<file path="src/hdl/llc_geom_pkg.sv">
package llc_geom_pkg;

    //##################################################
    // Address and line geometry
    //##################################################

    // Width of a line address
    localparam int ADDR_BITS = 16;

    // One cache line
    localparam int LINE_BITS = 64;

    // Default organisation that the top level can override
    localparam int DEF_WAYS = 4;
    localparam int DEF_SETS = 16;

    typedef logic [ADDR_BITS-1:0] line_addr_t;
    typedef logic [LINE_BITS-1:0] line_t;

endpackage

</file>
<file path="src/hdl/llc_line_store.sv">
`timescale 1ns/1ps

module llc_line_store #(
    parameter int WAYS = llc_geom_pkg::DEF_WAYS,
    parameter int SETS = llc_geom_pkg::DEF_SETS,
    localparam int SET_BITS = $clog2(SETS),
    localparam int WAY_BITS = $clog2(WAYS)
) (
    input  logic                clk,
    input  logic [SET_BITS-1:0] set_i,
    output llc_geom_pkg::line_t lines_o [WAYS],
    input  logic                wr_en_i,
    input  logic [WAY_BITS-1:0] wr_way_i,
    input  llc_geom_pkg::line_t wr_line_i
);

    llc_geom_pkg::line_t line_mem [SETS][WAYS];

    // Whole set out one cycle after the index
    always_ff @(posedge clk) begin
        if (wr_en_i) begin
            line_mem[set_i][wr_way_i] <= wr_line_i;
        end
        lines_o <= line_mem[set_i];
    end

endmodule

</file>
<file path="config.mk">
export PLATFORM = sky130hd
export DESIGN_NAME = llc_line_store
export DESIGN_NICKNAME = d
export VERILOG_FILES = /design/src/hdl/llc_geom_pkg.sv /design/src/hdl/llc_line_store.sv
export SDC_FILE = /design/constraint.sdc
export NUM_CORES = 2
export LEC_CHECK = 0
export BUFFER_PORTS_ARGS = -buffer_cell sky130_fd_sc_hd__buf_4
export CAP_MARGIN = 20
export CORE_UTILIZATION = 34
export DETAILED_ROUTE_END_ITERATION = 7
export GPL_ROUTABILITY_DRIVEN = 0
export GPL_TIMING_DRIVEN = 0
export PLACE_DENSITY = 0.47
export SYNTH_ARGS = -nofsm -noshare
export SYNTH_HDL_FRONTEND = slang
export SYNTH_SLANG_ARGS = --single-unit
</file>
<file path="constraint.sdc">
create_clock -name clk -period 14.55 [get_ports clk]
set_input_delay 0.7275 -clock clk [delete_from_list [all_inputs] [get_ports clk]]
set_output_delay 0.7275 -clock clk [all_outputs]
set_load 0.1 [all_outputs]
</file>
=== Word level (Yosys, flattened, before mapping) ===
Memory sizes are Yosys's and may differ from the RTL's. A register that Yosys moved wholly into a read port is not among the register bits.
Cells that the tools add are included.

* Add/sub/neg operators: 0
* Multiply operators: 0
* Divide/modulo/power cells: 0
* $lt $le $gt $ge: 2
* Eq/ne operators: 0
* Shifts and indexed selects: 0
* Multiplexer cells: 4
* Bitwise logic cells: 1
* Reduce and logical (&&, ||, !) cells: 1

{| class="wikitable"
|+ Operator list
! operator !! number
|-
| 2-to-1 mux 256 bit || 1
|-
| demux 64 bit (select 2 bit) || 1
|-
| 2-to-1 mux 64 bit || 1
|-
| greater-or-equal comparator 3 bit, second input constant || 1
|-
| less-than comparator 3 x 1 -> 1 bit, second input constant || 1
|-
| inverter 2 -> 3 bit || 1
|-
| logical AND 1 bit || 1
|-
| 2-to-1 mux 1 bit || 1
|}

* Bits in registers: 0
* Latch bits: 0
* RAM bits: 4096
* ROM bits: 0
* Input port bits: 72
* Output and inout port bits: 256
* Logic and storage cells: 9
* Memories kept: 1

{| class="wikitable"
|+ Memories
! name !! depth !! bits a word !! rd ports !! clocked after memory_dff !! wr ports !! RTL line !! RTL
|-
| line_mem || 16 || 256 || 1 || 1 || 1 || llc_line_store.sv:17 || <nowiki>llc_geom_pkg::line_t line_mem [SETS][WAYS];</nowiki>
|}

=== Depth between registers and ports, before layout ===
* Depth in word-level cells: 6
* Gate-level depth with buffers: 7
* Gate-level depth less buffers: 3

=== Worst setup path before layout ===
No wires, ideal clock.

* Kind: input-to-reg
* Start: input port set_i[1]
* End: memory line_mem[3][0] in the netlist's numbering, enable pin
* Library setup time: 0.565 ns
* Data arrival time: 5.906 ns
* Data required time: 13.985 ns
* Slack: 8.079 ns
* Stages: 6
* Buffers on the path: 4
* Cell sequence: buf_2 buf_2 buf_2 buf_2 nand2_1 nor3_1

{| class="wikitable"
|+ RTL lines
! what !! RTL line !! RTL
|-
| from (decl) || llc_line_store.sv:10 || <nowiki>input logic [SET_BITS-1:0] set_i,</nowiki>
|-
| to (decl) || llc_line_store.sv:17 ||
|}

Straight into the memory's write port.

=== Worst setup path after layout ===
* Start: input port set_i[1]
* End: memory line_mem[10][25] in the netlist's numbering, enable pin

Straight into the memory's write port.

==> summary.txt <==
Pwr
  – Sequential group share of total power: 51.2%
  – Design Power: ~0.027 W
  – Cell internal pwr: about 0.021 W
  – Switching power: 0.006340 W
  – Sw Share: 23.32%
  – PwrDens: 145.0 nW/um2
  – Gate power share: 6.9%
  – Clk pwr share: 41.9%
  – Leak: between 50 and 60 nW
  – Max rail drop VDD: 0.09929 mV

Routing
  – Drt pass-1 iters: 8
  – Wire length per cell: 31.72 um
  – Via count: 73872
  – Routed vias/inst: 5.208
  – # DRC: 0
  – DR iter-0 viols: 7630
  – ANT nets after route: 0
  – Final WL: 449900 um

Synthesis
  – Mapped Cells: 6586
  – Yosys warns: 0
  – Sequential area share after synthesis: between 80% and 90%
  – Netlist cell types: 18
  – Number of synthesized register bits: 4352
  – Mean Syn Cell Area: 24.00 um2
  – Mapped cell area: about 160000 um2
  – Syn Nets: 6658

Clock network
  – Reg clk slew, reported paths: 0.06 ns
  – Root Driver: clkbuf_16
  – Clk sinks: 4352
  – Post-CTS Setup Bufs: 0
  – Hold-fix buffers at CTS: 0
  – CTS tree: done
  – Num CTS Buffers: between 400 and 500
  – CTS resizes: 0
  – H-tree levels: 5
  – Worst-Skew Late Latency: 1.00 ns
  – CTS max path bufs: 4

Floorplanning
  – Die H: 683.9 um
  – I/O Pins: ~330
  – Initial Util: 34.12%
  – Core Box Area: 463300 um2
  – DIE AREA: 467700 um2
  – # rows: 250
  – Die Wd: between 600 and 700 um

Global routing
  – GRT Overall Usage: 18.94%
  – Largest net degree at the start of global routing: 65
  – First-pass GRT wire length: 619700 um
  – Vias in the first global route: ~77000
  – Initial antenna violation count: 75
  – GR Overflow Total: 0

Status
  – Status: finished, final reports clean

Critical path
  – Crit-path slowest cell: nor2_4
  – WP data required: 15.22 ns
  – Crit-path max cell delay: 0.85 ns
  – Most common cell on crit path: buf_2
  – Maximum fanout along the worst path: 23
  – Setup CP Type: in -> reg
  – Crit path arrival time: 4.97 ns
  – CP Launch Type: primary input
  – R2R depth: 3
  – Crit path capture type: flip-flop
  – Cell Chain, Critical Path: buf_2 > buf_2 > buf_2 > buf_2 > nor2b_1 > nand2_1 > nor2_4 > buf_12 > buf_12

Timing
  – Highest Clock Rate: 232.4 MHz
  – Final WS setup: 10.25 ns
  – RSZ-0062 raised after global routing: no
  – Clock skew: just under 0.04 ns
  – Final period utilization: 29.57%
  – Max Slew Vio Count: 0
  – Fin crit period: 4.302 ns
  – Setup TNS: 0 ns
  – Worst-Margin Slew: 1.186 ns
  – Slew margin rel.: 20.92%
  – Finish-stage setup viols: 0
  – Final Hold Fails: 0

Layout
  – Final #Nets: 7662
  – Multi-input logic area: 28720 um2
  – Area Growth Syn to Fin: 18.62%
  – Ratio of cells with drive above 1 in the final layout: 30.13%
  – Reg area: between 100000 and 150000 um2
  – Fill cells: 40516
  – Final core occ: 40.48%

Run
  – Number of max-cap violations: 0

Min path
  – Min-delay worst type: in -> reg
  – Worst Hold Path Cells: 1

Placement
  – IO Port Bufs: ~330
  – Hpwl dp: 283500 um
  – Worst slack at placement: approximately 9 ns
==> power groups by stage <==
stage	Sequential (W)	Clock, W	Combinational (W)
2_1_floorplan	0.0147	0	0.000571
3_3_place_gp	0.0142	0	0.00188
3_5_place_dp	0.0142	0	0.00192
4_1_cts	0.0139	0.0116	0.00192
5_1_grt	0.0139	0.0121	0.00197
6_report	0.0139	0.0114	0.00188
==> synthesized netlist by cell type (all sizes together) <==
cell type	instances	area, um2
a22oi	512	3844
and2	1	6.260
buf	184	1087
clkbuf	166	623.1
dfxtp	256	5125
edfxtp	4096	123000
mux4	1024	23060
nand2	269	1010
nand3	4	20.02
nand3b	2	15.01
nor2	62	232.7
nor2b	4	25.02
nor3	4	20.02
or2	1	6.260
or3b	1	8.760
==> layout make-up <==
type / instances / area share, %
tap: 6174 / 4.120
sequential: 4352 / 68.33
clock buffer: 637 / 6.759
timing repair buffer: 542 / 3.538
clock inverter: 213 / 0.9728
antenna: 33 / 0.04404
multi-input combinational: 1884 / 15.32
buffer: 350 / 0.9228
==> placed cells by master, fill, tap and decap left out, types with 6 or more instances in the layout <==
cell type	netlist	final
clkbuf_8	0	35
clkinv_1	0	84
clkinv_8	0	6
buf_2	65	65
nand2_1	269	269
nor2_4	0	60
buf_12	0	151
buf_16	0	25
bufinv_16	0	26
buf_1	60	60
clkbuf_16	0	467
clkbuf_2	0	16
buf_6	25	54
edfxtp_1	4096	4096
clkinv_2	0	70
inv_6	0	11
mux4_2	1024	1024
a22oi_1	512	512
clkbuf_1	166	285
buf_8	0	9
dfxtp_1	256	256
diode_2	0	33
buf_4	34	362
==> through the flow <==
step                hold slack, ns  cell area, um2  instances
floorplan                   0.6349          158100       6586
global placement            0.6586          168200      13085
detailed placement          0.6586          172800      13293
CTS                         0.2053          187300      14143
global route                0.1918          187400      14154
finish                      0.2249          187500      14185
==> worst max-delay path: cells and delay by family <==
family	cells	cell delay, ns
buffers and inverters	6	2.59
AND/OR/NAND/NOR	3	1.52
==> per-layer routing <==
metal	share of wire (%)	global-route usage, %	vias up
li1	-	-	30334
met1	41	25.73	40545
met2	50	32.29	2442
met3	6.6	3.083	535
met4	2.1	3.828	16
met5	0.020	0	-
==> registers in the layout, summed over array words and instances (netlist names) <==
register	count
line_mem	4096
lines_o	256
==> path summary, 6_finish.rpt <==
| check | startpoint | to | slack, ns |
|---|---|---|---|
| setup / recovery | set_i[1] | line_mem[10][25]$_DFFE_PP_ | 10.25 |
| hold / removal | wr_line_i[29] | line_mem[8][157]$_DFFE_PP_ | 0.22 |
| setup reg to reg | line_mem[0][49]$_DFFE_PP_ | lines_o[49]$_DFF_P_ | 12.70 |
| hold reg to reg | line_mem[15][243]$_DFFE_PP_ | lines_o[243]$_DFF_P_ | 0.67 |
==> logic make-up (layout without fill, tap and decap cells) <==
group	Yosys count	count (layout)	synth area share, %
simple gates	348	348	0.8501
compound gates	512	512	2.431
buf+inv	350	1742	1.082
mux	1024	1024	14.59
flops	4352	4352	81.05
other cells	0	33	0
Power figures use the tool's default switching activity.
