### config.mk
export PLATFORM = sky130hd
export DESIGN_NAME = llc_tag_store
export DESIGN_NICKNAME = d
export VERILOG_FILES = /design/src/hdl/llc_geom_pkg.sv /design/src/hdl/llc_tag_store.sv
export SDC_FILE = /design/constraint.sdc
export NUM_CORES = 1
export LEC_CHECK = 0
export ABC_AREA = 1
export BUFFER_PORTS_ARGS = -buffer_cell sky130_fd_sc_hd__clkbuf_2
export CAP_MARGIN = 20
export CORE_MARGIN = 2
export CORE_UTILIZATION = 30
export CTS_BUF_LIST = sky130_fd_sc_hd__clkbuf_16
export DETAILED_ROUTE_END_ITERATION = 10
export PLACE_DENSITY = 0.52
export RECOVER_POWER = 25
export SLEW_MARGIN = 20
export SYNTH_ARGS = -nofsm -noshare
export SYNTH_HDL_FRONTEND = slang
export SYNTH_SLANG_ARGS = --single-unit
### constraint.sdc
create_clock -name clk -period 2.7 [get_ports clk]
set_input_delay 0.405 -clock clk [delete_from_list [all_inputs] [get_ports clk]]
set_output_delay 0.405 -clock clk [all_outputs]
set_load 0.01 [all_outputs]
### src/hdl/llc_geom_pkg.sv
package llc_geom_pkg;

    //##################################################
    // Address and line geometry
    //##################################################

    // Width of a line address
    localparam int ADDR_BITS = 16;

    // One cache line
    localparam int LINE_BITS = 64;

    // Default organisation that the top level can override
    localparam int DEF_WAYS = 4;
    localparam int DEF_SETS = 16;

    typedef logic [ADDR_BITS-1:0] line_addr_t;
    typedef logic [LINE_BITS-1:0] line_t;

endpackage

### src/hdl/llc_tag_store.sv
`timescale 1ns/1ps

module llc_tag_store #(
    parameter int WAYS = llc_geom_pkg::DEF_WAYS,
    parameter int SETS = llc_geom_pkg::DEF_SETS,
    localparam int SET_BITS = $clog2(SETS),
    localparam int TAG_BITS = llc_geom_pkg::ADDR_BITS - SET_BITS,
    localparam int WAY_BITS = $clog2(WAYS)
) (
    input  logic                clk,
    input  logic                rst,
    input  logic [SET_BITS-1:0] set_i,
    output logic [TAG_BITS-1:0] tags_o [WAYS],
    output logic [WAYS-1:0]     valid_o,
    output logic [WAYS-1:0]     dirty_o,
    output logic [WAY_BITS-1:0] evict_way_o,
    input  logic [WAY_BITS-1:0] wr_way_i,
    input  logic                wr_en_i,
    input  logic [TAG_BITS-1:0] wr_tag_i,
    input  logic                wr_dirty_i,
    input  logic                adv_evict_i
);

    logic [TAG_BITS-1:0] tag_mem [SETS][WAYS];
    logic [WAYS-1:0]     valid_q [SETS];
    logic [WAYS-1:0]     dirty_q [SETS];
    logic [WAY_BITS-1:0] evict_q [SETS];

    // Tag array
    always_ff @(posedge clk) begin
        if (wr_en_i) begin
            tag_mem[set_i][wr_way_i] <= wr_tag_i;
        end
        tags_o <= tag_mem[set_i];
    end

    //##################################################
    // Valid, dirty and evict-way state
    //##################################################

    always_ff @(posedge clk or negedge rst) begin
        if (!rst) begin
            for (int s = 0; s < SETS; s++) begin
                valid_q[s] <= '0;
                dirty_q[s] <= '0;
                evict_q[s] <= '0;
            end
            valid_o     <= '0;
            dirty_o     <= '0;
            evict_way_o <= '0;
        end else begin
            if (wr_en_i) begin
                valid_q[set_i][wr_way_i] <= 1'b1;
                dirty_q[set_i][wr_way_i] <= wr_dirty_i;
            end
            // Round robin over the ways with one step per fill
            if (adv_evict_i) begin
                if (evict_q[set_i] == WAY_BITS'(WAYS - 1)) begin
                    evict_q[set_i] <= '0;
                end else begin
                    evict_q[set_i] <= evict_q[set_i] + 1'b1;
                end
            end
            valid_o     <= valid_q[set_i];
            dirty_o     <= dirty_q[set_i];
            evict_way_o <= evict_q[set_i];
        end
    end

endmodule

# After elaboration in Yosys (flattened, before gate mapping)
# Memories as Yosys holds them, arrays and structs flattened. A register that Yosys moved wholly into a read port is not among the register bits.
# Index checks and enable logic that the tools add are counted.
[word_totals]
mem_bits_rw = 768
ff_bits = 170
inputBits = 23
memories = 1
word_cells = 90
output_inout_bits = 58
[mem_list]
columns = ["memory", "depth", "word_bits", "rd", "rd_clocked_by_memory_dff", "write_ports", "line_no", "source"]
rows = [
  ["tag_mem", 16, 48, 1, 1, 1, "llc_tag_store.sv:24", "logic [TAG_BITS-1:0] tag_mem [SETS][WAYS];"],
]
[op_classes]
eq_ne = 1
addsub = 1
muxes = 22
bitwise = 5
magnitude_cmp = 6
n_reduce_logical = 3
[op_table]
columns = ["op", "count"]
rows = [
  ["bitwise mux 64 bit", 1],
  ["bitwise OR 64 bit", 1],
  ["2-to-1 mux 48 bit", 1],
  ["bitwise AND 32 bit", 1],
  ["binary-select mux 4 bit (select 4 bit)", 2],
  ["bitwise mux 32 bit", 1],
  ["2-to-1 mux 32 bit", 1],
  ["NOT 32 bit", 1],
  ["demux 12 bit (select 2 bit)", 1],
  ["2-to-1 mux 4 bit", 5],
  ["demux 4 bit (select 4 bit)", 1],
  ["2-to-1 mux 12 bit", 1],
  ["binary-select mux 2 bit (select 4 bit)", 1],
  ["demux 2 bit (select 4 bit)", 1],
  ["2-to-1 mux 2 bit", 3],
  [">= comparator 5 bit, second input constant", 1],
  ["< comparator 5 x 1 -> 1 bit, second input constant", 1],
  ["NOT 4 -> 5 bit", 1],
  [">= comparator 3 bit, second input constant", 1],
  ["logical AND 1 bit", 3],
  ["< comparator 2 x 3 -> 1 bit, second input constant", 1],
  ["< comparator 3 x 1 -> 1 bit, second input constant", 1],
  ["NOT 2 -> 3 bit", 1],
  ["adder 2 x 1 -> 2 bit, second input constant", 1],
  ["other kinds (4)", 5],
]

# Longest topological paths before layout
# Gate-level depths: netlist of the first run.
[depth]
ltp_word = 8
mapped_depth = 16

# Worst setup path after synthesis of the first run
# OpenSTA, ideal clock, no wires.
[synth_path]
path_kind = "input -> register"
startpoint = "in set_i[1]"
endpoint = "reg evict_q[25] (netlist bit)"
arrival_ns = 2.369
path_buffers = 4
stages = 15
path_slack_ns = 0.248
path_cell_list = "buf_4 > inv_2 > nor2_4 > buf_2 > buf_2 > a22oi_1 > nand2_1 > nand2_1 > nand4_1 > ha_1 > clkinv_1 > nand3_1 > buf_1 > nand3_1 > o21ai_0"
[synth_via]
elab_chain_len = 8
word_cells_on_any_way = 15
[synth_lines]
columns = ["item", "line_no", "source"]
rows = [
  ["start: declaration", "llc_tag_store.sv:12", "input logic [SET_BITS-1:0] set_i,"],
  ["NOT 4 -> 5 bit (not written as such) (*)", "llc_tag_store.sv:58, llc_tag_store.sv:59, llc_tag_store.sv:61", ""],
  ["parallel branches: the longest is 6 deep, another holds adder 2 x 1 -> 2 bit", "--", ""],
  ["2-to-1 mux 32 bit (*)", "llc_tag_store.sv:58", "if (evict_q[set_i] == WAY_BITS'(WAYS - 1)) begin"],
  ["end signal: indexed assignment", "llc_tag_store.sv:61", "evict_q[set_i] <= evict_q[set_i] + 1'b1;"],
  ["end: declaration", "llc_tag_store.sv:27", "logic [WAY_BITS-1:0] evict_q [SETS];"],
]
# Mark *: on every way between the ends. The select of a mux whose other input is x is not followed.
# A chain may end at the register's enable or synchronous reset.

# Worst setup path in the final report of the first run
[layout_path]
startpoint = "in wr_tag_i[2]"
endpoint = "mem tag_mem[4][26] (netlist bit), data pin"
[layout_lines]
columns = ["item", "line_no", "source"]
rows = [
  ["start: declaration", "llc_tag_store.sv:19", "input logic [TAG_BITS-1:0] wr_tag_i,"],
  ["end: declaration", "llc_tag_store.sv:24", ""],
]
# Straight into the memory's write port.

==> results of run 1 <==
worst reg2reg max path, delay by kind of cell, from the launching register on:
| family | cells | cell delay [ns] |
|---|---|---|
| AO/OA/AOI/OAI | 1 | 0.08 |
| adder cells (fa/ha/maj) | 1 | 0.17 |
| buffers and inverters | 3 | 0.54 |
| flip-flops | 1 | 0.37 |
| AND/OR/NAND/NOR | 9 | 0.64 |
path summary, 6_finish.rpt:
path	end	slack [ns]	cells after the start
max in group asynchronous	valid_q[41]	1.52	3
worst max register to register	evict_q[23]	0.80	14
worst max-delay path	tag_mem[4][26]	0.62	2
worst min register to register	valid_q[46]	0.45	2
min in group asynchronous	evict_q[16]	0.34	2
worst min-delay path	valid_q[43]	0.21	5
layer usage:
| metal | track usage | vias up | share of wire |
|---|---|---|---|
| met1 | 0.223 | 11100 | 0.46 |
| met2 | 0.250 | 499 | 0.47 |
| li1 | - | 9978 | - |
| met5 | 0 | - | 0.00010 |
| met4 | 0.0378 | 2 | 0.017 |
| met3 | 0.0218 | 108 | 0.047 |
state kept, by name, indices dropped and copies added, names as in the netlist:
name         cells
tag_mem        768
dirty_q         64
dirty_o          4
valid_o          4
evict_q         32
tags_o          48
valid_q         64
evict_way_o      2
area by class of cell:
type,instances,area [µm²],share of cell area
sequential,986,28300,0.661
multi-input combinational,1396,7480,0.175
clock buffer,99,2480,0.0579
tap,1625,2030,0.0476
timing repair buffer,192,1640,0.0383
clock inverter,83,508,0.0119
inverter,88,338,0.00790
power breakdown:
group	total (mW)	switching (mW)	internal, mW
clock	12.8	5.64	7.11
combinational	2.38	1.57	0.813
sequential	17.4	0.365	17.1
total	32.6	7.58	25.0
Yosys cell counts:
library cell / count
nand2_1: 574
nor2_4: 3
nor2_1: 108
dfrtp_1: 170
o21ai_0: 35
nand4_1: 57
a22o_1: 1
buf_2: 79
o22ai_1: 8
o21ai_1: 6
nand2_2: 1
inv_2: 12
edfxtp_1: 768
ha_1: 2
clkinv_1: 1
nand3_1: 47
buf_1: 4
buf_4: 2
or2_2: 48
dfxtp_1: 48
a22oi_1: 446
clkbuf_1: 55
nor3_2: 1
nor2_2: 14
inv_1: 75
a21oi_1: 44
nor2_8: 1
per-stage QoR:
| step | power, mW | worst slack (ns) |
|---|---|---|
| 2_1_floorplan | 19.0 | 0.248 |
| 3_3_place_gp | 20.2 | 0.333 |
| 3_5_place_dp | 20.2 | 0.293 |
| 4_1_cts | 32.9 | 0.795 |
| 5_1_grt | 33.8 | 0.436 |
| 6_report | 32.6 | 0.623 |
cells by family after synthesis:
group           Yosys count  share of synthesized area
flops                   986                      0.770
simple gates            854                     0.0983
compound gates          540                      0.104
buf+inv                 228                     0.0262
fa+ha+maj                 2                   0.000682
repair_timing:
action,CTS,global route
hold buffers,1,0
endpoints found under the hold margin,66,0
setup buffers,0,0
==> impl_metrics.py, run 1 <==
metrics = {
    "timing": {
        "relSlewSlack": -0.0423,
        "tns_ns": 0,
        "hold_ws_ns": 0.209,
        "fin_skew_ns": 0.0205,
        "fmax_mhz": 481,
        "hold_viol_final": 0,
        "worstMarginPinSlew_ns": 1.56,
        "drv_slew": 286,
        "setup_violations": 0,
        "min_period_over_period": 0.769,
        "min_period_ns": 2.08,
        "rsz0062_at_grt": "false",
    },
    "global_route": {
        "grt_pass1_vias": 21700,
        "grtUsageTotal": 0.156,
        "grt_first_pass_wirelength_um": 147000,
        "grt_max_degree": 111,
        "overflow": 0,
        "antenna_found_initial": 1,
    },
    "placement": {
        "gp_congestion": 0.778,
        "placement.io_buffers": 80,
        "place_area_um2": 39800,
        "dpl.hpwl_um": 53600,
        "dpl.cell_count": 4286,
    },
    "finish": {
        "layout_commonest_cell": "edfxtp_1",
        "final_nets": 2786,
        "drive_above_1_share": 0.139,
        "final_cell_area_um2": 42800,
        "finalNonFillerCells": 4469,
        "n_antenna_cell": 0,
        "syn_to_final_growth_pct": 16.5,
        "fillers": 11700,
        "fin_util": 0.352,
        "final_cell_mix": "768 x edfxtp_1, 574 x nand2_1, 446 x a22oi_1",
    },
    "synth": {
        "syn_nets": 2635,
        "ys.warnings.count": 0,
        "synth_cells": 2610,
        "syn_area_um2": 36700,
        "synth_seq_cells": 986,
        "seq_area_frac_synth": 0.770,
        "synth_top_cell_by_area": "edfxtp_1",
        "synth_cell_type_count": 27,
        "ys_top_cells_by_area": "edfxtp_1 63%, dfrtp_1 12%, a22oi_1 9.1%, nand2_1 5.9%, dfxtp_1 2.6%",
        "avgSynthCellArea_um2": 14.1,
        "yosysTopAreaCellShare": 0.628,
    },
    "detailed_routing": {
        "first_pass_iters": 5,
        "route.detailed.drc": 0,
        "via_count": 21600,
        "dr.first_iter.drc_count": 1994,
        "wl_um": 98700,
        "wl_per_cell_um": 22.1,
        "avgViaCountPerCell": 4.84,
        "ant_nets": 0,
    },
    "clocking": {
        "cts_tree": "yes",
        "clock_sinks": 986,
        "cts_max_path_buffers": 3,
        "clockRootBuffer": "clkbuf_16",
        "clk_latency_ns": 0.65,
        "ctsHtreeMaxLevel": 3,
        "path_clk_slew_ns": 0.06,
        "ctsResizeCount": 0,
        "numCtsBuffers": 97,
    },
    "floorplan": {
        "io_pins": 81,
        "die_h_um": 354,
        "std_cell_rows": 128,
        "core_area_um2": 122000,
        "initial_core_util": 0.302,
        "die_width_um": 354,
        "dieArea_um2": 125000,
    },
    "worst_hold_path": {
        "hold_start": "wr_en_i",
        "hold_class": "in -> reg",
    },
    "worst_setup_path": {
        "crit_type": "in -> reg",
        "crit_required_ns": 2.93,
        "max_stage_delay_ns": 1.16,
        "path_cells": "clkbuf_1, clkbuf_1",
        "cp.arrival_ns": 2.30,
        "path_buf_inv": 2,
        "critical_path.startpoint": "wr_tag_i[2]",
        "timing.rr.start": "evict_q[24]",
        "startpoint_type": "primary input",
        "crit_family": "buffers and inverters",
        "cp-end-kind": "flop",
        "cp_common_cell": "clkbuf_1",
        "crit_path_top_delay_cell": "clkbuf_1",
        "crit_fanout": 31,
    },
    "outcome": {
        "status": "finished, violations left",
        "violations": "capacitance limit, slew limit",
    },
    "power_and_ir_drop": {
        "p_leak_nw": 15.6,
        "power_density_nw_per_um2": 762,
        "ir_worst_vdd_mv": 0.432,
    },
    "job": {
        "cap_violations": 6,
    },
}
Power figures use the tool's default switching activity.
==> inputs of run 2 (changes only) <==
--- a/config.mk
+++ b/config.mk
@@ -5,7 +5,7 @@
 export SDC_FILE = /design/constraint.sdc
 export NUM_CORES = 1
 export LEC_CHECK = 0
-export ABC_AREA = 1
+export ABC_AREA = 0
 export BUFFER_PORTS_ARGS = -buffer_cell sky130_fd_sc_hd__clkbuf_2
 export CAP_MARGIN = 20
 export CORE_MARGIN = 2
==> constraint.sdc (replaced) <==
create_clock -name clk -period 2.2 [get_ports clk]
set_input_delay 0.33 -clock clk [delete_from_list [all_inputs] [get_ports clk]]
set_output_delay 0.33 -clock clk [all_outputs]
set_load 0.01 [all_outputs]
==> run 2 against run 1 <==
Effect of this change:
- the flow finishes with violations (capacitance limit, slew limit, setup timing)
- sequential cell count did not move
- clock power rose by 29%
- hold slack lost 0.15 ns
- design area rose by 5.8%
- critical endpoint is now evict_q[16]
- largest cell class unchanged
- highest routed layer unchanged
==> impl_metrics.py, run 2 <==
metrics = {
    "worst_setup_path": {
        "critical_path.startpoint": "evict_q[16]",
        "crit_path_end": "evict_q[16]",
        "cp_common_cell": "mux2_4",
        "max_stage_delay_ns": 0.50,
        "path_buf_inv": 1,
        "timing.rr.start": "evict_q[16]",
        "crit_fanout": 30,
        "cp-end-kind": "flop",
        "crit_path_top_delay_cell": "mux4_2",
        "startpoint_type": "flop",
        "crit_required_ns": 2.74,
        "cp_num_cells": 8,
        "worstRegToRegCells": 8,
        "crit_type": "reg -> reg",
        "r2r-end": "evict_q[16]",
        "r2r_slack_ns": -0.22,
        "path_cells": "mux2_4, mux4_2, mux2_4, ha_4, nand3b_1, buf_12, o211ai_1, o41ai_1",
        "cp.arrival_ns": 2.96,
        "crit_family": "multiplexers",
    },
    "timing": {
        "min_period_ns": 2.42,
        "hold_ws_ns": 0.0556,
        "setup_violations": 32,
        "drv_slew": 90,
        "rsz0062_at_grt": "true",
        "min_period_over_period": 1.10,
        "hold_viol_final": 0,
        "relSlewSlack": -0.0516,
        "fmax_mhz": 413,
        "fin_skew_ns": 0.0210,
        "worstMarginPinSlew_ns": 1.58,
        "tns_ns": -4.90,
        "setup_slack_ns": -0.220,
    },
    "detailed_routing": {
        "via_count": 18600,
        "drt-met1-wl_um": 39800,
        "highest_layer": "met5",
        "first_pass_iters": 5,
        "wl_per_cell_um": 23.2,
        "wl_um": 88900,
        "ant_nets": 0,
        "avgViaCountPerCell": 4.86,
        "met3_length_um": 3790,
        "route.detailed.drc": 0,
        "dr_wl_met2_um": 43300,
        "dr.first_iter.drc_count": 1489,
    },
    "placement": {
        "dp_slack_ns": -0.391,
        "dpl.hpwl_um": 52800,
        "placement.io_buffers": 80,
        "gp_congestion": 0.767,
    },
    "finish": {
        "largest_reg_flops": 768,
        "drive_above_1_share": 0.338,
        "final_nets": 2139,
        "final_cell_mix": "768 x edfxtp_1, 230 x mux4_2, 170 x dfrtp_1",
        "top_register": "tag_mem",
        "reg.largest.list": "tag_mem: 768 flops, dirty_q: 64 flops, valid_q: 64 flops",
        "n_antenna_cell": 0,
        "syn_to_final_growth_pct": 20.5,
        "layout_commonest_cell": "edfxtp_1",
    },
    "synth": {
        "synthArstFlopShare": 0.172,
        "synth_common_cells": "768 x edfxtp_1, 230 x mux4_2, 170 x dfrtp_1",
        "synth_top_cell_by_area": "edfxtp_1",
        "syn_area_um2": 37500,
        "synth_seq_cells": 986,
        "avgSynthCellArea_um2": 20.2,
        "ys_top_cells_by_area": "edfxtp_1 61%, mux4_2 14%, dfrtp_1 11%, dfxtp_1 2.6%, a22oi_1 2.3%",
        "ys_dominant_reg_cell": "edfxtp_1",
        "synth.most_common_cell": "edfxtp_1",
        "synth_edf_count": 768,
        "synth_cells": 1856,
        "synth_cell_type_count": 42,
        "seq_area_frac_synth": 0.753,
        "yosysTopAreaCellShare": 0.614,
        "syn_nets": 1881,
        "ys.warnings.count": 0,
    },
    "clocking": {
        "path_clk_slew_ns": 0.06,
        "clk_latency_ns": 0.67,
        "cts_max_path_buffers": 3,
        "clock_sinks": 986,
        "numCtsBuffers": 100,
        "clockRootBuffer": "clkbuf_16",
        "cts_tree": "yes",
        "ctsHtreeMaxLevel": 3,
    },
    "worst_hold_path": {
        "hold_class": "in -> reg",
    },
    "global_route": {
        "grtUsageTotal": 0.140,
        "grt_pass1_vias": 20100,
        "antenna_found_initial": 6,
        "grt_max_degree": 75,
        "grt_first_pass_wirelength_um": 133000,
        "overflow": 0,
    },
    "outcome": {
        "status": "finished, violations left",
        "violations": "capacitance limit, slew limit, setup timing",
    },
    "job": {
        "cap_violations": 2,
    },
    "floorplan": {
        "dieArea_um2": 128000,
        "io_pins": 81,
        "core_area_um2": 124000,
        "initial_core_util": 0.303,
        "std_cell_rows": 129,
        "die_width_um": 358,
        "die_h_um": 358,
    },
    "power_and_ir_drop": {
        "p_leak_nw": 16.1,
        "ir_worst_vdd_mv": 0.515,
        "power_density_nw_per_um2": 914,
    },
}
run 2: cell types whose count changed in the layout (fill, tap and decap cells not counted), sizes merged, moves of 41 or more:
| cell | before | now |
|---|---|---|
| a21oi | 44 | 0 |
| a22oi | 446 | 114 |
| buf | 100 | 173 |
| inv | 117 | 73 |
| mux2 | 0 | 73 |
| mux4 | 0 | 230 |
| nand2 | 575 | 117 |
| nand2b | 0 | 41 |
| nand4 | 57 | 1 |
| nor2 | 126 | 26 |
run 2: layout make-up:
cell class,count,area (µm²)
fill,11400,78700
sequential,986,28300
multi-input combinational,725,8740
timing repair buffer,259,2790
clock buffer,104,2600
tap,1637,2050
clock inverter,82,607
inverter,42,158
run 2: what timing repair did:
action,4_1_cts,5_1_grt
pin swaps,2,3
hold endpoints to repair,60,0
gates resized for setup,4,10
hold buffers,1,0
buffers inserted,2,2
endpoints found under the setup margin,32,32
run 2: worst reg2reg max path, cell delays in order (launching register included):
cell,delay [ns]
dfrtp_1,0.39
mux2_4,0.26
mux4_2,0.50
mux2_4,0.32
ha_4,0.18
nand3b_1,0.20
buf_12,0.20
o211ai_1,0.10
o41ai_1,0.12
run 2: worst min path at each step:
stage | slack (ns) | depth (start not counted) | to | startpoint
final | 0.06 | 2 | evict_q[16] | set_i[3]
after global routing | 0.05 | 2 | evict_q[16] | set_i[3]
after CTS | 0.005 | 2 | evict_q[16] | set_i[3]
after detailed placement | 0.41 | 1 | valid_q[51] | rst
after global placement | 0.39 | 1 | valid_q[59] | rst
after floorplan | 0.03 | 0 | dirty_o[0] | rst
run 2: kinds of logic (layout without fill, tap and decap cells):
group	Yosys count	count (layout)	synth area share
adder cells (fa/ha/maj)	2	2	0.000666
buffers and inverters	145	487	0.0169
AO/OA/AOI/OAI	148	148	0.0290
multiplexers	313	313	0.163
flip-flops	986	986	0.753
AND/OR/NAND/NOR	262	262	0.0375
run 2: where the power goes:
| part | total (mW) | switching (mW) | internal, mW | leakage (nW) |
|---|---|---|---|---|
| registers | 21.4 | 0.454 | 21.0 | 9.52 |
| logic | 3.36 | 1.74 | 1.62 | 4.87 |
| clock network | 16.5 | 6.96 | 9.57 | 1.68 |
| total | 41.3 | 9.15 | 32.2 | 16.1 |
run 2: per-layer routing:
layer  vias to the layer above  GRT usage
met5                         -          0
li1                       8011          -
met1                     10000      0.194
met4                         6     0.0442
met2                       429      0.229
met3                       137     0.0197
run 2: per-stage QoR:
| step | instance area (µm²) | utilization | cells | power (mW) |
|---|---|---|---|---|
| finish | 45200 | 0.365 | 3835 | 41.3 |
| global route | 45200 | 0.365 | 3835 | 42.9 |
| CTS | 45200 | 0.365 | 3833 | 41.9 |
| detailed placement | 42000 | 0.339 | 3644 | 25.2 |
| global placement | 42000 | 0.339 | 3644 | 25.0 |
| floorplan | 37700 | - | 1856 | 23.6 |
