File: src/hdl/llc_geom_pkg.sv
package llc_geom_pkg;

    //##################################################
    // Address and line geometry
    //##################################################

    // Width of a line address
    localparam int ADDR_BITS = 16;

    // One cache line
    localparam int LINE_BITS = 64;

    // Default organisation that the top level can override
    localparam int DEF_WAYS = 4;
    localparam int DEF_SETS = 16;

    typedef logic [ADDR_BITS-1:0] line_addr_t;
    typedef logic [LINE_BITS-1:0] line_t;

endpackage

File: src/hdl/llc_msg_pkg.sv
package llc_msg_pkg;

    //##################################################
    // Channel payloads
    //##################################################

    // Requester tag width
    localparam int ID_BITS = 4;

    // Request of 85 bits
    typedef struct packed {
        logic                     write;
        llc_geom_pkg::line_addr_t addr;
        llc_geom_pkg::line_t      line;
        logic [ID_BITS-1:0]       id;
    } req_t;

    // Memory response of one line
    typedef struct packed {
        llc_geom_pkg::line_t line;
    } mem_rsp_t;

    //##################################################
    // Controller sequence
    //##################################################

    typedef enum logic [2:0] {
        DECODE   = 3'd0,
        READ_SET = 3'd1,
        WAIT     = 3'd2,
        LOOKUP   = 3'd3,
        PROCESS  = 3'd4,
        UPDATE   = 3'd5,
        RESPOND  = 3'd6
    } ctrl_state_e;

endpackage

File: src/hdl/llc_ctrl.sv
`timescale 1ns/1ps

module llc_ctrl #(
    parameter int WAYS = llc_geom_pkg::DEF_WAYS,
    parameter int SETS = llc_geom_pkg::DEF_SETS,
    localparam int SET_BITS = $clog2(SETS),
    localparam int TAG_BITS = llc_geom_pkg::ADDR_BITS - SET_BITS,
    localparam int WAY_BITS = $clog2(WAYS)
) (
    input  logic                            clk,
    input  logic                            rst,
    input  logic                            req_full_i,
    input  llc_msg_pkg::req_t               req_data_i,
    output logic                            req_take_o,
    input  logic                            mrsp_full_i,
    input  llc_msg_pkg::mem_rsp_t           mrsp_data_i,
    output logic                            mrsp_take_o,
    output logic [SET_BITS-1:0]             set_o,
    input  logic [TAG_BITS-1:0]             tags_i [WAYS],
    input  logic [WAYS-1:0]                 way_valid_i,
    input  logic [WAYS-1:0]                 way_dirty_i,
    input  logic [WAY_BITS-1:0]             evict_way_i,
    input  llc_geom_pkg::line_t             lines_i [WAYS],
    output logic [WAY_BITS-1:0]             wr_way_o,
    output logic                            tag_wr_en_o,
    output logic [TAG_BITS-1:0]             tag_wr_tag_o,
    output logic                            tag_wr_dirty_o,
    output logic                            adv_evict_o,
    output logic                            line_wr_en_o,
    output llc_geom_pkg::line_t             wr_line_o,
    output logic                            mem_req_valid_o,
    input  logic                            mem_req_ready_i,
    output logic                            mem_req_write_o,
    output llc_geom_pkg::line_addr_t        mem_req_addr_o,
    output llc_geom_pkg::line_t             mem_req_line_o,
    output logic                            rsp_valid_o,
    input  logic                            rsp_ready_i,
    output logic [llc_msg_pkg::ID_BITS-1:0] rsp_id_o,
    output llc_geom_pkg::line_t             rsp_line_o,
    output logic                            rsp_hit_o
);

    llc_msg_pkg::ctrl_state_e state, next_state;
    llc_msg_pkg::req_t        req_q;

    logic [TAG_BITS-1:0]      tags_buf [WAYS];
    logic [WAYS-1:0]          valid_buf;
    logic [WAYS-1:0]          dirty_buf;
    llc_geom_pkg::line_t      lines_buf [WAYS];
    logic [WAY_BITS-1:0]      evict_buf;

    logic [TAG_BITS-1:0]      req_tag;
    logic                     hit;
    logic [WAY_BITS-1:0]      hit_way;
    logic                     hit_q;
    logic                     dirty_q;
    logic [WAY_BITS-1:0]      way_q;
    llc_geom_pkg::line_t      line_q;
    llc_geom_pkg::line_addr_t wb_addr_q;
    logic                     wb_pend;
    logic                     rd_pend;
    logic                     fill_wait;
    logic                     process_done;
    logic                     mem_fire;

    assign set_o   = req_q.addr[SET_BITS-1:0];
    assign req_tag = req_q.addr[llc_geom_pkg::ADDR_BITS-1:SET_BITS];

    //##################################################
    // Sequencing
    //##################################################

    always_ff @(posedge clk or negedge rst) begin
        if (!rst) begin
            state <= llc_msg_pkg::DECODE;
        end else begin
            state <= next_state;
        end
    end

    assign process_done = !wb_pend && !rd_pend && !fill_wait;

    always_comb begin
        next_state = state;
        case (state)
            llc_msg_pkg::DECODE:
                if (req_full_i) begin
                    next_state = llc_msg_pkg::READ_SET;
                end
            llc_msg_pkg::READ_SET: next_state = llc_msg_pkg::WAIT;
            llc_msg_pkg::WAIT:     next_state = llc_msg_pkg::LOOKUP;
            llc_msg_pkg::LOOKUP:   next_state = llc_msg_pkg::PROCESS;
            llc_msg_pkg::PROCESS:
                if (process_done) begin
                    next_state = llc_msg_pkg::UPDATE;
                end
            llc_msg_pkg::UPDATE:   next_state = llc_msg_pkg::RESPOND;
            llc_msg_pkg::RESPOND:
                if (rsp_ready_i) begin
                    next_state = llc_msg_pkg::DECODE;
                end
            default:               next_state = llc_msg_pkg::DECODE;
        endcase
    end

    assign req_take_o = (state == llc_msg_pkg::DECODE) && req_full_i;

    always_ff @(posedge clk) begin
        if (req_take_o) begin
            req_q <= req_data_i;
        end
    end

    // Snapshot of the set once the stores answer
    always_ff @(posedge clk) begin
        if (state == llc_msg_pkg::WAIT) begin
            tags_buf  <= tags_i;
            valid_buf <= way_valid_i;
            dirty_buf <= way_dirty_i;
            lines_buf <= lines_i;
            evict_buf <= evict_way_i;
        end
    end

    //##################################################
    // Lookup and victim selection
    //##################################################

    always_comb begin
        hit     = 1'b0;
        hit_way = '0;
        for (int i = 0; i < WAYS; i++) begin
            if (valid_buf[i] && tags_buf[i] == req_tag) begin
                hit     = 1'b1;
                hit_way = WAY_BITS'(i);
            end
        end
    end

    always_ff @(posedge clk) begin
        if (state == llc_msg_pkg::LOOKUP) begin
            way_q     <= hit ? hit_way : evict_buf;
            line_q    <= hit ? lines_buf[hit_way] : lines_buf[evict_buf];
            dirty_q   <= hit && dirty_buf[hit_way];
            wb_addr_q <= {tags_buf[evict_buf], set_o};
        end else if (mrsp_take_o) begin
            line_q <= mrsp_data_i.line;
        end
    end

    // Writeback first, then the fill read
    always_ff @(posedge clk or negedge rst) begin
        if (!rst) begin
            hit_q     <= 1'b0;
            wb_pend   <= 1'b0;
            rd_pend   <= 1'b0;
            fill_wait <= 1'b0;
        end else if (state == llc_msg_pkg::LOOKUP) begin
            hit_q   <= hit;
            wb_pend <= !hit && valid_buf[evict_buf] && dirty_buf[evict_buf];
            rd_pend <= !hit && !req_q.write;
        end else begin
            if (mem_fire) begin
                if (wb_pend) begin
                    wb_pend <= 1'b0;
                end else begin
                    rd_pend   <= 1'b0;
                    fill_wait <= 1'b1;
                end
            end
            if (mrsp_take_o) begin
                fill_wait <= 1'b0;
            end
        end
    end

    assign mem_req_valid_o = (state == llc_msg_pkg::PROCESS) && (wb_pend || rd_pend);
    assign mem_fire        = mem_req_valid_o && mem_req_ready_i;
    assign mem_req_write_o = wb_pend;
    assign mem_req_addr_o  = wb_pend ? wb_addr_q : req_q.addr;
    assign mem_req_line_o  = line_q;
    assign mrsp_take_o     = (state == llc_msg_pkg::PROCESS) && fill_wait && mrsp_full_i;

    //##################################################
    // Update and response
    //##################################################

    assign wr_way_o       = way_q;
    assign tag_wr_en_o    = (state == llc_msg_pkg::UPDATE);
    assign tag_wr_tag_o   = req_tag;
    assign tag_wr_dirty_o = dirty_q || req_q.write;
    assign adv_evict_o    = (state == llc_msg_pkg::UPDATE) && !hit_q;
    // A read hit leaves the line as it is
    assign line_wr_en_o   = (state == llc_msg_pkg::UPDATE) && (req_q.write || !hit_q);
    assign wr_line_o      = req_q.write ? req_q.line : line_q;

    assign rsp_valid_o = (state == llc_msg_pkg::RESPOND);
    assign rsp_id_o    = req_q.id;
    assign rsp_line_o  = wr_line_o;
    assign rsp_hit_o   = hit_q;

    mem_req_hold: assert property (
        @(posedge clk) disable iff (!rst)
        mem_req_valid_o && !mem_req_ready_i |=> mem_req_valid_o
            && $stable(mem_req_write_o) && $stable(mem_req_addr_o)
            && $stable(mem_req_line_o)
    );

endmodule

File: config.mk
export PLATFORM = sky130hd
export DESIGN_NAME = llc_ctrl
export DESIGN_NICKNAME = d
export VERILOG_FILES = /design/src/hdl/llc_geom_pkg.sv /design/src/hdl/llc_msg_pkg.sv /design/src/hdl/llc_ctrl.sv
export SDC_FILE = /design/constraint.sdc
export NUM_CORES = 1
export LEC_CHECK = 0
export BUFFER_PORTS_ARGS = -buffer_cell sky130_fd_sc_hd__buf_4
export CORE_AREA = 2 2 276 278
export DETAILED_ROUTE_END_ITERATION = 10
export DIE_AREA = 0 0 278 280
export GPL_TIMING_DRIVEN = 0
export SLEW_MARGIN = 30
export SYNTH_ARGS = -nofsm -noshare
export SYNTH_HDL_FRONTEND = slang
export SYNTH_SLANG_ARGS = --single-unit
File: constraint.sdc
create_clock -name clk -period 31.4 [get_ports clk]
set_input_delay 9.42 -clock clk [delete_from_list [all_inputs] [get_ports clk]]
set_output_delay 9.42 -clock clk [all_outputs]
set_load 0.1 [all_outputs]
After elaboration in Yosys (flattened, before gate mapping)
Index checks and enable logic that the tools add are counted.
{"block": "totals", "reg_bits": 489, "latch_bits": 0, "ramBits": 0, "romBits": 0, "in_bits": 469, "output_inout_bits": 240, "word_cells": 119, "n_memories": 0}
{"block": "classes", "addsub": 0, "n_mul": 0, "div": 0, "n_lt_le_gt_ge": 4, "eq_ne": 15, "shifts": 0, "n_mux": 40, "bitwise": 3, "reduce_logical": 33}
{"op": "2-to-1 mux 64 bit", "count": 8}
{"op": "binary-select mux 64 bit (select 2 bit)", "count": 2}
{"op": "equality test 12 bit", "count": 4}
{"op": "binary-select mux 12 bit (select 2 bit)", "count": 1}
{"op": "2-to-1 mux 12 bit", "count": 2}
{"op": "one-hot mux 3 bit (7 select lines)", "count": 1}
{"op": "logical AND 1 bit", "count": 17}
{"op": "2-to-1 mux 1 bit", "count": 16}
{"op": "2-to-1 mux 16 bit", "count": 1}
{"op": "equality test 3 bit (second input constant)", "count": 3}
{"op": "2-to-1 mux 3 bit", "count": 3}
{"op": "binary-select mux 1 bit (select 2 bit)", "count": 3}
{"op": "equality test 3 x 2 -> 1 bit (second input constant)", "count": 2}
{"op": "greater-or-equal comparator 3 bit (second input constant)", "count": 2}
{"op": "zero test 1 bit", "count": 6}
{"op": "less-than comparator 2 x 3 -> 1 bit (second input constant)", "count": 2}
{"op": "2-to-1 mux 2 bit", "count": 3}
{"op": "!= test 2 bit (second input constant)", "count": 3}
{"op": "NOT 2 -> 3 bit", "count": 2}
{"op": "AND reduction 3 bit", "count": 2}
{"op": "nonzero test 2 bit", "count": 3}
{"op": "!= test 2 x 1 -> 1 bit (second input constant)", "count": 2}
{"op": "equality test 3 x 1 -> 1 bit (second input constant)", "count": 1}
{"op": "zero test 3 bit", "count": 1}
{"op": "other kinds (3)", "count": 5}

Longest topological paths before layout
Gate-level depths: netlist of the first run.
{"block": "logic_depth", "word_depth": 11, "depth_mapped": 9, "depth_no_buf": 6}

Least setup slack after synthesis of the first run
OpenSTA, ideal clock, no wires.
{"block": "synth_timing", "path_type": "input-to-output", "from": "in req_full_i", "to": "out req_take_o", "t_arrival_ns": 20.913, "required_ns": 21.980, "slack_ns": 1.067, "stages": 1, "path_buffers": 0, "cell_sequence": "nor4b_1"}
{"block": "synth_between", "elab_chain_cells": 1}
{"element": "from (decl)", "line_no": "llc_ctrl.sv:12", "text": "input logic req_full_i,"}
{"element": "logical AND 1 bit", "line_no": "llc_ctrl.sv:106", "text": "assign req_take_o = (state == llc_msg_pkg::DECODE) && req_full_i;"}
{"element": "to (decl)", "line_no": "llc_ctrl.sv:14", "text": "output logic req_take_o,"}
No other way between the ends.

Worst setup path in the final report of the first run
Ends and elaborated chain as after synthesis.

==> results of run 1 <==
flip-flops by register name, summed over array words and instances, names as in the netlist, 2 cells and up:
| signal | flops |
|---|---|
| evict_buf | 2 |
| rsp_id_o | 4 |
| wr_way_o | 2 |
| dirty_buf | 4 |
| wb_addr_q | 16 |
| tags_buf | 48 |
| mem_req_line_o | 64 |
| set_o | 4 |
| lines_buf | 256 |
| valid_buf | 4 |
| req_q | 65 |
| tag_wr_tag_o | 12 |
| state | 3 |
per-layer routing:
layer / global-route usage [%] / wire (um) / vias up
met5: 0 / 36 / -
met4: 7.17 / 2650 / 6
met3: 4.15 / 5230 / 152
met2: 37.4 / 43800 / 680
met1: 24.7 / 32400 / 8183
li1: - / - / 7128
worst max-delay path: cells and delay by family:
family                 cells  cell delay, ns
AND/OR/NAND/NOR            1            0.28
buffers and inverters      4            0.82
synth_stat cells, types with 37 or more instances:
cell type	number
mux4_2	76
clkbuf_1	70
and2_1	64
mux2_2	144
nor2_1	70
buf_4	88
a2111oi_2	49
and3_1	66
o31ai_1	65
edfxtp_1	482
nand2_1	78
xnor2_1	37
stage by stage:
stage | instance area, um2 | util (%)
global placement | 29200 | 38.8
finish | 31500 | 41.9
floorplan | 22600 | -
global route | 31500 | 41.9
CTS | 31500 | 41.9
detailed placement | 29700 | 39.6
kinds of logic (layout without fill, tap and decap cells):
logic type,Yosys count,in the layout,synth area share [%]
flops,489,489,64.7
simple gates,319,319,7.31
mux,221,221,14.8
buf+inv,193,1069,5.03
compound gates,143,143,6.36
xor+xnor,48,48,1.86
other cells,0,9,0
area by class of cell:
cell class	count	area [um2]
buffer	188	1140
fill	6958	43700
antenna	9	22.5
tap	978	1220
clock buffer	76	1520
multi-input combinational	731	6900
inverter	5	18.8
timing repair buffer	772	5810
sequential	489	14600
clock inverter	28	241
power breakdown:
group	total (mW)	internal, mW	switching, mW
registers	1.03	0.943	0.0870
clock network	0.641	0.370	0.271
logic	1.31	0.374	0.937
how the worst max path moves through the flow:
stage               startpoint    endpoint  cells past startpoint
CTS                 req_full_i  req_take_o                      5
global route        req_full_i  req_take_o                      5
global placement    req_full_i  req_take_o                      3
floorplan           req_full_i  req_take_o                      1
finish              req_full_i  req_take_o                      5
detailed placement  req_full_i  req_take_o                      5
==> summary.md, run 1 <==
| Metric | Value |
|---|---|
| Drt pass-1 iters | 5 |
| Peak supply drop | between 0.00006 and 0.00007 V |
| CTS root buf | clkbuf_16 |
| RSZ-0062 raised after global routing | false |
| Sequential fraction of the synthesis area | 64.7% |
| Fmax | 50.1 MHz |
| Placer congestion estimate | 0.878 |
| Final Total Pwr | 2.98 mW |
| Setup TNS | 0 ns |
| Worst-path clk slew | approximately 0.060 ns |
| Hold Fails Final Rpt | 0 |
| Syn nets | ~1900 |
| Pwr Density | 94.6 mW/mm2 |
| Drt wl/cell | approximately 26 um |
| Area growth, synth to finish | 39.2% |
| CTS buffer count | 56 |
| Worst-skew pair later-pin latency | 0.61 ns |
| Worst endpoint data arrival time | 10.53 ns |
| Reg2reg start | tag_wr_tag_o[10]$_DFFE_PP_ |
| CP endpoint kind | primary output |
| Fin crit share | 63.5% |
| Hold Crit Depth | 0 |
| Synth cell types | 43 |
| Max FO, Critical Path | 5 |
| Worst Min Path Start | set_o[1]$_DFFE_PP_ |
| Post-synth EDFFs | 482 |
| Hold slack | roughly 0.5 ns |
| Slowest CP cell | buf_4 |
| Syn. warnings | 0 |
| Initial antenna violation count | 15 |
| Die Ht | 280 um |
| Area leader, netlist | edfxtp_1 |
| DIE AREA | 0.0778 mm2 |
| Fin cells | 3276 |
| Setup slack, reg-to-reg | about 27 ns |
| Die Wd | between 200 and 300 um |
| Startpoint types | input port |
| R2r endpoint | mem_req_line_o[15]$_DFFE_PP_ |
| Final ANT Viol Nets | 0 |
| Status | finished, final reports clean |
| First-pass GRT wire length | 118000 um |
| GRT Residual Overflow | 0 |
| Postcts setup bufs | 0 |
| Synth Register Bits | between 400 and 500 |
| Crit path setup slack, layout | 11.45 ns |
| Max incr delay on CP | 0.29 ns |
| Initial Utilization | 30.1% |
| Post-Synthesis Cell Area | 0.0226 mm2 |
| Clock tree buffer depth | 3 |
| Final Critical Period | 19.95 ns |
| Yosys top cell area share | 63.9% |
| DR DRC count | 0 |
| Slew @ Worst Pin | 0.987 ns |
| Commonest cells after routing, fill and taps aside | 839 x buf_4, 482 x edfxtp_1, 144 x mux2_2 |
| HPWL Detailed | 64800 um |
| H-tree levels | 2 |
| # IOs | roughly 700 |
| Syn Area/Cell | 16.0 um2 |
| TritonCTS clock tree | done |
| Commonest non-fill, non-tap cell in the layout | buf_4 |
| Number of max-cap violations | 0 |
| Final setup viols | 0 |
| Worst Hold Class | flop to flop |
| Via/cell ratio | 4.93 |
| Fin nets | about 2700 |
| Placement Setup Slack | 11.46 ns |
| Port Buffers | 708 |
| Worst path required time | 21.98 ns |
| PostCTS Resize Cnt | 0 |
| Clock sinks | slightly below 500 |
| CORE AREA | 0.0752 mm2 |
| CP Cell Sequence | buf_4 -> nor4b_2 -> buf_2 -> buf_4 -> buf_4 |
| Ranking of synthesized cells by area | edfxtp_1 64%, mux4_2 7.6%, mux2_2 7.2% |
| Post-Syn Instances | 1413 |
| Reg2reg path depth | 9 |
| CP most frequent cell | buf_4 |
| Total Routed Length | 84100 um |
| Via count of the routed design | 16100 |
| Aggregate global-route resource usage | 20.8% |
| Rel. slew slack | 34.2% |
| Vias in the first global route | 17100 |
| # rows | 101 |
| Clock skew | 0.0263 ns |
| LEAKAGE | 12.3 nW |
| Largest net degree at the start of global routing | 25 |
| Cts hold-fix bufs | 0 |
| Initial DRC Count | approximately 1200 |
| Placed cells | around 3200 |
| Crit Path Class | input port to primary output |
| Hold Path End | wb_addr_q[1]$_DFFE_PP_ |
| Main synth FF type | edfxtp_1 |
| Share of flip-flops with an asynchronous set or reset | 1.43% |
| Slew Limit Fails | 0 |
| Layout cells sized above 1 | 54.8% |
No activity file was read; power rests on OpenSTA's default activity.
==> inputs of run 2 (changes only) <==
- ABC_AREA: default -> 1
- CORE_AREA: 2 2 276 278 -> 2 2 275 277
- DIE_AREA: 0 0 278 280 -> 0 0 277 279
- clock period: 31.4 -> 19.33 ns (I/O delays scaled with it)
==> summary.md, run 2 <==
| Metric | Value |
|---|---|
| Psw | around 2.3 mW |
| M3 GR Usage | 4.83% |
| Port Buffers | around 710 |
| DIE AREA | 0.0773 mm2 |
| RSZ-0062 raised after global routing | false |
| Int Pwr | 2.73 mW |
| Most common cell in the netlist | nand2_1 |
| LEAKAGE | 15.1 nW |
| Syn Area/Cell | 9.08 um2 |
| Postcts setup bufs | 0 |
| Placed cells | 4390 |
| H-tree levels | 2 |
| Cell area after layout | 0.0333 mm2 |
| First-pass GRT wire length | 140000 um |
| Max FO, Critical Path | 19 |
| HPWL Detailed | around 77000 um |
| Hold Fails Final Rpt | 0 |
| Main synth FF type | edfxtp_1 |
| Met1 Usage GRT | 32.3% |
| # IOs | 709 |
| Initial antenna violation count | 18 |
| Placement Setup Slack | 6.94 ns |
| Number of max-cap violations | 0 |
| Commonest non-fill, non-tap cell in the layout | nand2_1 |
| Share of flip-flops with an asynchronous set or reset | 1.43% |
| Initial DRC Count | 2292 |
| Fin cells | 4502 |
| Total Routed Length | 99400 um |
| Combinational share of power | 45.4% |
| Reg2reg start | state[0]$_DFFE_PN0P_ |
| Slew Limit Fails | 0 |
| Post-Synthesis Cell Area | 0.0243 mm2 |
| Crit Path Class | input port to primary output |
| Switching Share | 46.1% |
| Setup TNS | 0 ns |
| Hold slack | 0.496 ns |
| Startpoint types | input port |
| Area leader, netlist | edfxtp_1 |
| Reg2reg path depth | 8 |
| Final setup viols | 0 |
| Peak supply drop | 0.000125 V |
| Worst Hold Class | flop to flop |
| Crit path launch | req_full_i |
| Placed Area | 0.0314 mm2 |
| Worst-path clk slew | roughly 0.06 ns |
| Max reg flops | approximately 260 |
| Area growth, synth to finish | 36.9% |
| Fin nets | ~3900 |
| Sequential Power Share | roughly a third |
| CTS root buf | clkbuf_16 |
| Top Usage Layer GRT | met2 |
| Clock sinks | around 490 |
| Vias in the first global route | 20600 |
| Aggregate global-route resource usage | 24.8% |
| Syn nets | 3147 |
| Die Wd | 277 um |
| CORE AREA | 0.0741 mm2 |
| PostCTS Resize Cnt | 0 |
| Worst endpoint data arrival time | 6.59 ns |
| Commonest cells after routing, fill and taps aside | 890 x nand2_1, 803 x buf_4, 482 x edfxtp_1 |
| Crit path setup slack, layout | 6.94 ns |
| Largest Register | lines_buf |
| Clock skew | 0.0202 ns |
| Yosys top cell area share | about 60% |
| Placer congestion estimate | 0.918 |
| Fin crit share | between 60% and 70% |
| Commonest cells post-synth | 891 x nand2_1, 482 x edfxtp_1, 281 x inv_1, 203 x nand3_1, 173 x nor2_1 |
| Worst path required time | 13.53 ns |
| Util after Layout | between 40% and 50% |
| Clock tree buffer depth | 3 |
| Layout cells sized above 1 | about 29% |
| # rows | 100 |
| Rel. slew slack | around 46% |
| Die Ht | 279 um |
| GR Util met2 | 42.0% |
| Clock power frac | 21.6% |
| Status | finished, final reports clean |
| Post-synth EDFFs | 482 |
| Slew @ Worst Pin | 0.805 ns |
| Cts hold-fix bufs | 0 |
| TritonCTS clock tree | done |
| Final Total Pwr | 5.06 mW |
| Pwr Density | 152 mW/mm2 |
| Fill count | 7299 |
| CP endpoint kind | primary output |
| GRT Residual Overflow | 0 |
| Final Critical Period | 12.39 ns |
| Synth cell types | 35 |
| Post-Syn Instances | 2678 |
| DR DRC count | 0 |
| Drt wl/cell | 22.1 um |
| CTS buffer count | 56 |
| Drt pass-1 iters | 6 |
| Fmax | roughly 81 MHz |
| Synth Register Bits | 489 |
| Worst Min Path Start | state[1]$_DFFE_PN0P_ |
| Largest net degree at the start of global routing | 37 |
| Syn. warnings | 0 |
| Initial Utilization | 32.8% |
| Via/cell ratio | about 4.8 |
| Sequential fraction of the synthesis area | 60.3% |
| Ranking of synthesized cells by area | edfxtp_1 60%, nand2_1 14%, inv_1 4.3% |
| Final ANT Viol Nets | 0 |
| Worst-skew pair later-pin latency | 0.61 ns |
| Via count of the routed design | 21700 |
| Hold Crit Depth | 1 |
[run 2: cell count changes after synthesis, moves of 102 or more]
cell,before,now
nand2_1,78,891
inv_1,5,281
nand3_1,9,203
a21oi_1,2,155
mux2_2,144,0
nor2_1,70,173
o21ai_0,6,108
[run 2: cell families after synthesis]
logic type	Yosys count	share of synthesized area, %
AOI/OAI and AO/OA	347	7.91
xor gates and xnor gates	8	0.288
buffers and inverters	550	10.5
DFF	489	60.3
and+or+nand+nor	1284	21.1
[run 2: power groups by stage]
stage | clock (mW) | combinational [mW] | sequential [mW]
2_1_floorplan | 0 | 1.35 | 2.00
3_3_place_gp | 0 | 2.19 | 1.85
3_5_place_dp | 0 | 2.29 | 1.68
4_1_cts | 1.12 | 2.30 | 1.67
5_1_grt | 1.15 | 2.42 | 1.69
6_report | 1.09 | 2.30 | 1.67
[run 2: metal layers]
layer  vias up  part of all wire (%)
met4        10                   2.4
met5         -                 0.069
met2      1015                    49
li1      10300                     -
met1     10200                    40
met3       150                   7.9
[run 2: final cells by class]
type	count	area, um2	share of cell area (%)
Buffer	234	1360	4.09
Inverter	316	1190	3.56
Antenna cell	13	32.5	0.0978
Sequential cell	489	14600	44.0
Multi-Input combinational cell	1639	7150	21.5
Clock inverter	26	337	1.01
Timing Repair Buffer	743	5830	17.5
Clock buffer	73	1520	4.56
Tap cell	969	1210	3.64
[run 2: final timing paths]
kind / end / slack [ns]
max: req_take_o / 6.94
min: state[0]$_DFFE_PN0P_ / 0.50
max reg2reg: mem_req_line_o[33]$_DFFE_PP_ / 15.56
min reg2reg: state[0]$_DFFE_PN0P_ / 0.50
max in group asynchronous: rsp_hit_o$_DFFE_PN0P_ / 14.22
min in group asynchronous: state[1]$_DFFE_PN0P_ / 4.99
[run 2: critical path, stage by stage]
cell,delay [ns]
buf_4,0.09
inv_1,0.05
nor2_4,0.14
buf_16,0.19
buf_4,0.31
